**config.mk**
```make
export PLATFORM = sky130hd
export DESIGN_NAME = writeback_stage
export DESIGN_NICKNAME = d
export VERILOG_FILES = /design/src/mem_pkg.sv /design/src/writeback_stage.sv
export SDC_FILE = /design/constraint.sdc
export NUM_CORES = 1
export LEC_CHECK = 0
export BUFFER_PORTS_ARGS = -buffer_cell sky130_fd_sc_hd__buf_4
export CAP_MARGIN = 20
export CORE_ASPECT_RATIO = 1.4
export CORE_MARGIN = 5
export CORE_UTILIZATION = 41
export DETAILED_ROUTE_END_ITERATION = 6
export PLACE_DENSITY_LB_ADDON = 0.15
export RECOVER_POWER = 50
export SETUP_SLACK_MARGIN = 0.5
export SYNTH_ARGS = -nofsm -noshare
export SYNTH_HDL_FRONTEND = slang
export SYNTH_SLANG_ARGS = --single-unit
```
**constraint.sdc**
```tcl
create_clock -name vclk -period 3.5
set_clock_uncertainty 0.1 [all_clocks]
set_input_delay 0.7 -clock vclk [all_inputs]
set_output_delay 0.7 -clock vclk [all_outputs]
set_load 0.005 [all_outputs]
```
**src/mem_pkg.sv**
```systemverilog
package mem_pkg;

   // datapath and address width
   localparam int NB_DATA  = 32;
   // register file index
   localparam int NB_REG   = 5;
   // byte lanes per word
   localparam int NB_BYTE  = 8;
   localparam int NB_LANES = NB_DATA / NB_BYTE;
   // byte offset bits inside a word
   localparam int NB_OFF   = 2;

   // memory operations carried from execute
   typedef enum logic [3:0] {
      MEM_NOP = 4'd0,
      MEM_LB  = 4'd1,
      MEM_LBU = 4'd2,
      MEM_LH  = 4'd3,
      MEM_LHU = 4'd4,
      MEM_LW  = 4'd5,
      MEM_SB  = 4'd6,
      MEM_SH  = 4'd7,
      MEM_SW  = 4'd8
   } mem_op_e;

   // writeback control
   typedef struct packed {
      logic reg_write;
      logic mem_to_reg;
   } wb_ctl_t;

   // request from execute, 75 bits
   typedef struct packed {
      mem_op_e              op;
      logic [NB_DATA-1:0]   addr;
      logic [NB_DATA-1:0]   wdata;
      logic [NB_REG-1:0]    reg_dst;
      wb_ctl_t              wb;
   } mem_req_t;

   // MEM/WB pipeline register, 45 bits
   typedef struct packed {
      wb_ctl_t              wb;
      logic [NB_DATA-1:0]   alu_data;
      logic [NB_REG-1:0]    reg_dst;
      mem_op_e              load_op;
      logic [NB_OFF-1:0]    byte_off;
   } mem_wb_t;

   // register file write port, 38 bits
   typedef struct packed {
      logic                 we;
      logic [NB_REG-1:0]    addr;
      logic [NB_DATA-1:0]   data;
   } rf_write_t;

   // true for any op that reads the data memory
   function automatic logic is_load(input mem_op_e op);
      return (op == MEM_LB) || (op == MEM_LBU) || (op == MEM_LH) ||
             (op == MEM_LHU) || (op == MEM_LW);
   endfunction

endpackage
```
**src/writeback_stage.sv**
```systemverilog
`timescale 1ns/1ps

module writeback_stage
   import mem_pkg::*;
   (
   input  mem_wb_t               i_mem_wb,
   input  logic [NB_DATA-1:0]    i_mem_rdata,
   output rf_write_t             o_rf_write
   );

   // selected byte and halfword lanes
   logic [NB_BYTE-1:0]     ld_byte;
   logic [2*NB_BYTE-1:0]   ld_half;
   // extended load result
   logic [NB_DATA-1:0]     ld_data;
   // value headed for the register file
   logic [NB_DATA-1:0]     wr_data;

   // byte lane from the full offset, lane 0 is the low byte
   always_comb begin
      case (i_mem_wb.byte_off)
         2'd0: ld_byte = i_mem_rdata[7:0];
         2'd1: ld_byte = i_mem_rdata[15:8];
         2'd2: ld_byte = i_mem_rdata[23:16];
         default: ld_byte = i_mem_rdata[31:24];
      endcase
   end

   // halfword lane, offset bit 0 ignored
   assign ld_half = i_mem_wb.byte_off[1] ? i_mem_rdata[31:16] : i_mem_rdata[15:0];

   // sign or zero extension per load op
   always_comb begin
      case (i_mem_wb.load_op)
         MEM_LB: begin
            ld_data = {{(NB_DATA-NB_BYTE){ld_byte[NB_BYTE-1]}}, ld_byte};
         end
         MEM_LBU: begin
            ld_data = {{(NB_DATA-NB_BYTE){1'b0}}, ld_byte};
         end
         MEM_LH: begin
            ld_data = {{(NB_DATA-2*NB_BYTE){ld_half[2*NB_BYTE-1]}}, ld_half};
         end
         MEM_LHU: begin
            ld_data = {{(NB_DATA-2*NB_BYTE){1'b0}}, ld_half};
         end
         MEM_LW: begin
            ld_data = i_mem_rdata;
         end
         default: begin
            // not a load, raw word passes through
            ld_data = i_mem_rdata;
         end
      endcase
   end

   // memory data or ALU result
   assign wr_data = i_mem_wb.wb.mem_to_reg ? ld_data : i_mem_wb.alu_data;

   // r0 is hardwired, never written
   assign o_rf_write.we   = i_mem_wb.wb.reg_write && (i_mem_wb.reg_dst != '0);
   assign o_rf_write.addr = i_mem_wb.reg_dst;
   assign o_rf_write.data = wr_data;

endmodule

```
; ---- After elaboration in Yosys (flattened, before gate mapping)
; Cells that the tools add are included.
[word_totals]
output_inout_bits = 38
inputBits = 77
elab_cells = 13
register_bits = 0
[op_classes]
mux = 4
n_reduce_logical = 3
n_eq_ne = 6
[op_table]
columns = cell, n
row1 = $pmux W32 S4, 1
row2 = $mux W32, 1
row3 = $pmux W8 S3, 1
row4 = $mux W16, 1
row5 = $eq A4 B2 Y1 const B, 2
row6 = $reduce_bool A5 Y1, 1
row7 = $eq A4 B1 Y1 const B, 1
row8 = $eq A4 B3 Y1 const B, 1
row9 = $eq A2 B1 Y1 const B, 1
row10 = $eq A2 B2 Y1 const B, 1
row11 = $logic_not A2 Y1, 1
row12 = $logic_and A1 B1 Y1, 1

; ---- Logic depth before layout (Yosys ltp)
[logic_depth]
word_depth = 4
ltp_mapped = 7

; ---- Worst setup path after synthesis
; OpenSTA, ideal clock, no wires.
[synth_timing]
path_kind = input port to output port
start = in i_mem_wb[1] in the netlist's numbering
end = out o_rf_write[21] in the netlist's numbering
arrival_time_ps = 2022
required_ps = 2700
setup_slack_ps = 678
path_stages = 6
path_cell_list = buf_6 -> mux4_2 -> or2_1 -> a21oi_4 -> buf_6 -> a21oi_2
[synth_lines]
columns = element, line_no
row1 = from (decl), writeback_stage.sv:6  ; input mem_wb_t i_mem_wb,
row2 = to (decl), writeback_stage.sv:8  ; output rf_write_t o_rf_write

==> run_results.csv <==
group,metric,value,unit
logic_synthesis,synth_cell_types,36,
logic_synthesis,syn_inst,169,
power_and_ir_drop,power.leakage,0.999,nW
logic_synthesis,syn_nets,246,
finish,drive_gt1_share,58.5,%
timing,finalCriticalPeriod,3.13,ns
die,ioPinCount,115,
power_and_ir_drop,switching_share,42.7,%
logic_synthesis,syn_area,1170,µm²
worst_hold_path,worstHoldStart,"i_mem_wb[8]",
setup_path,cp_common_cell,"buf_4",
placed_design,port_buffers,115,
power_and_ir_drop,vdd_drop_max,0.0000878,V
global_route,groute.usage.overall,24.3,%
finish,num_antenna_cells,0,
flow_run,drv_cap,0,
die,dieArea,4050,µm²
die,fp-row-count,23,
finish,n_clock_buffer,0,
route,vias_per_cell,5.79,
worst_hold_path,holdPathStages,2,
route,wl_per_cell,17.3,µm
setup_path,cp.arrival,2.33,ns
timing,rsz0062_at_grt,"yes",
worst_hold_path,hold_path_class,"in2out",
global_route,antenna_found_initial,0,
route,routed_wl,5350,µm
finish,syn_to_final_growth,83.6,%
worst_hold_path,holdPathEnd,"o_rf_write[34]",
finish,layout_commonest_cell,"buf_4",
setup_path,startpoint,"i_mem_wb[2]",
power_and_ir_drop,power_density,144,nW/µm²
placed_design,gp_congestion,0.871,
global_route,grt-ovfl-total,0,
power_and_ir_drop,intPower,0.000178,W
timing,hold-worst-slack,1.50,ns
global_route,grt_pass1_wl,8280,µm
route,drtIter0Drc,80,
power_and_ir_drop,clockPowerShare,0,%
finish,regArea,0,µm²
logic_synthesis,synth_seq_area_share,0,%
setup_path,crit_chain,"buf_4, or3b_1, a21oi_4, nor2_1, a211oi_1, buf_4",
timing,hold_viol,0,
timing,relSlewSlack,66.5,%
timing,setup_viol,0,
timing,post-route-period-util,89.3,%
die,placeableCoreArea,2820,µm²
finish,fillCellCount,227,
power_and_ir_drop,p_seq_share,0,%
logic_synthesis,yosys_warnings,0,
setup_path,cp-start-kind,"input port",
timing,tightest_slew,0.503,ns
setup_path,end_kind,"output port",
run_status,status,"complete, no violations",
clock_tree,cts_hold_buf,0,
setup_path,crit_fanout,8,
placed_design,place_ws,0.384,ns
placed_design,place_hpwl,4070,µm
global_route,grt_pass1_vias,1817,
route,dr.pass1.iters,4,
timing,fin_ws,0.374,ns
die,die_x,55.2,µm
logic_synthesis,syn_area_per_cell,6.94,µm²
route,drc,0,
timing,setup-tns-final,0,ns
setup_path,critPathSlowestCell,"or3b_1",
route,vias,1788,
global_route,grt_max_degree,37,
timing,drv_slew,0,
power_and_ir_drop,totalPowerFinal,0.000311,W
power_and_ir_drop,combPwrFrac,100.0,%
setup_path,critical_path_class,"in2out",
finish,multiInputGateArea,1080,µm²
finish,layout.cells.most_common_list,"buf_4, nor2_1, nand2_1",
setup_path,slowest_delay,0.59,ns
setup_path,critPathRequiredTime,2.70,ns
finish,nets,351,
die,die_y,73.3,µm
timing,fmax,320,MHz
die,start_util,41.6,%
route,final_antenna_net_count,0,
finish,seq_cells,0,
power_and_ir_drop,switchingPower,0.000133,W
[cell families after synthesis]
group	synth area share (%)
AND/OR/NAND/NOR	20.8
AO/OA/AOI/OAI	42.4
buffers and inverters	13.1
multiplexers	22.9
XOR/XNOR	0.746
[synth_stat cells, drive strengths merged, types with 3 or more instances]
| cell | instances | area (µm²) |
|---|---|---|
| mux2 | 7 | 78.8 |
| nor3 | 3 | 15.0 |
| a222oi | 7 | 70.1 |
| a211oi | 16 | 125 |
| a21oi | 20 | 156 |
| buf | 13 | 90.1 |
| nand2 | 17 | 63.8 |
| o21ai | 10 | 50.0 |
| clkbuf | 7 | 26.3 |
| nor2 | 31 | 116 |
| inv | 9 | 33.8 |
| mux4 | 8 | 180 |
[per-stage QoR]
step / area, µm² / util [%] / instances
3_5_place_dp: 1990 / 70.7 / 303
3_3_place_gp: 1990 / 70.7 / 303
2_1_floorplan: 1170 / - / 169
5_1_grt: 2150 / 76.4 / 309
4_1_cts: 2050 / 72.7 / 304
6_report: 2150 / 76.4 / 309
[area by class of cell]
cell class                 instances  area share, %
timing repair buffer             123           45.9
inverter                          10           1.92
tap                               37           2.15
multi-input combinational        139           50.1
[worst max path at each step]
stage | endpoint | slack (ns) | depth (start not counted)
after CTS | o_rf_write[11] | 0.49 | 6
after floorplan | o_rf_write[21] | 0.68 | 6
after global placement | o_rf_write[5] | 0.41 | 6
after detailed placement | o_rf_write[14] | 0.38 | 6
after global routing | o_rf_write[4] | 0.31 | 7
final | o_rf_write[14] | 0.37 | 6
[critical path: cells and delay by family]
family,cells,cell delay (ns)
AO/OA/AOI/OAI,2,0.64
buffers and inverters,2,0.30
AND/OR/NAND/NOR,2,0.67
[power by group through the flow]
stage / clock network [W] / registers, W / logic (W)
2_1_floorplan: 0 / 0 / 0.000136
3_3_place_gp: 0 / 0 / 0.000282
6_report: 0 / 0 / 0.000311
3_5_place_dp: 0 / 0 / 0.000286
4_1_cts: 0 / 0 / 0.000295
5_1_grt: 0 / 0 / 0.000335
[metal layers]
| metal | vias up | global-route usage (%) | wire length (µm) |
|---|---|---|---|
| li1 | 836 | - | - |
| met1 | 841 | 25.1 | 1870 |
| met2 | 95 | 47.8 | 2850 |
| met3 | 16 | 5.45 | 462 |
| met4 | 0 | 8.38 | 163 |
| met5 | - | 0 | 0 |
[what timing repair did]
| action | CTS | global route |
|---|---|---|
| gates resized for setup | 8 | 12 |
| endpoints found under the setup margin | 31 | 32 |
| buffers inserted | 1 | 4 |
| pin swaps | 1 | 5 |
| cloned | 0 | 1 |
Note: power is estimated with default switching activity, not from simulation.
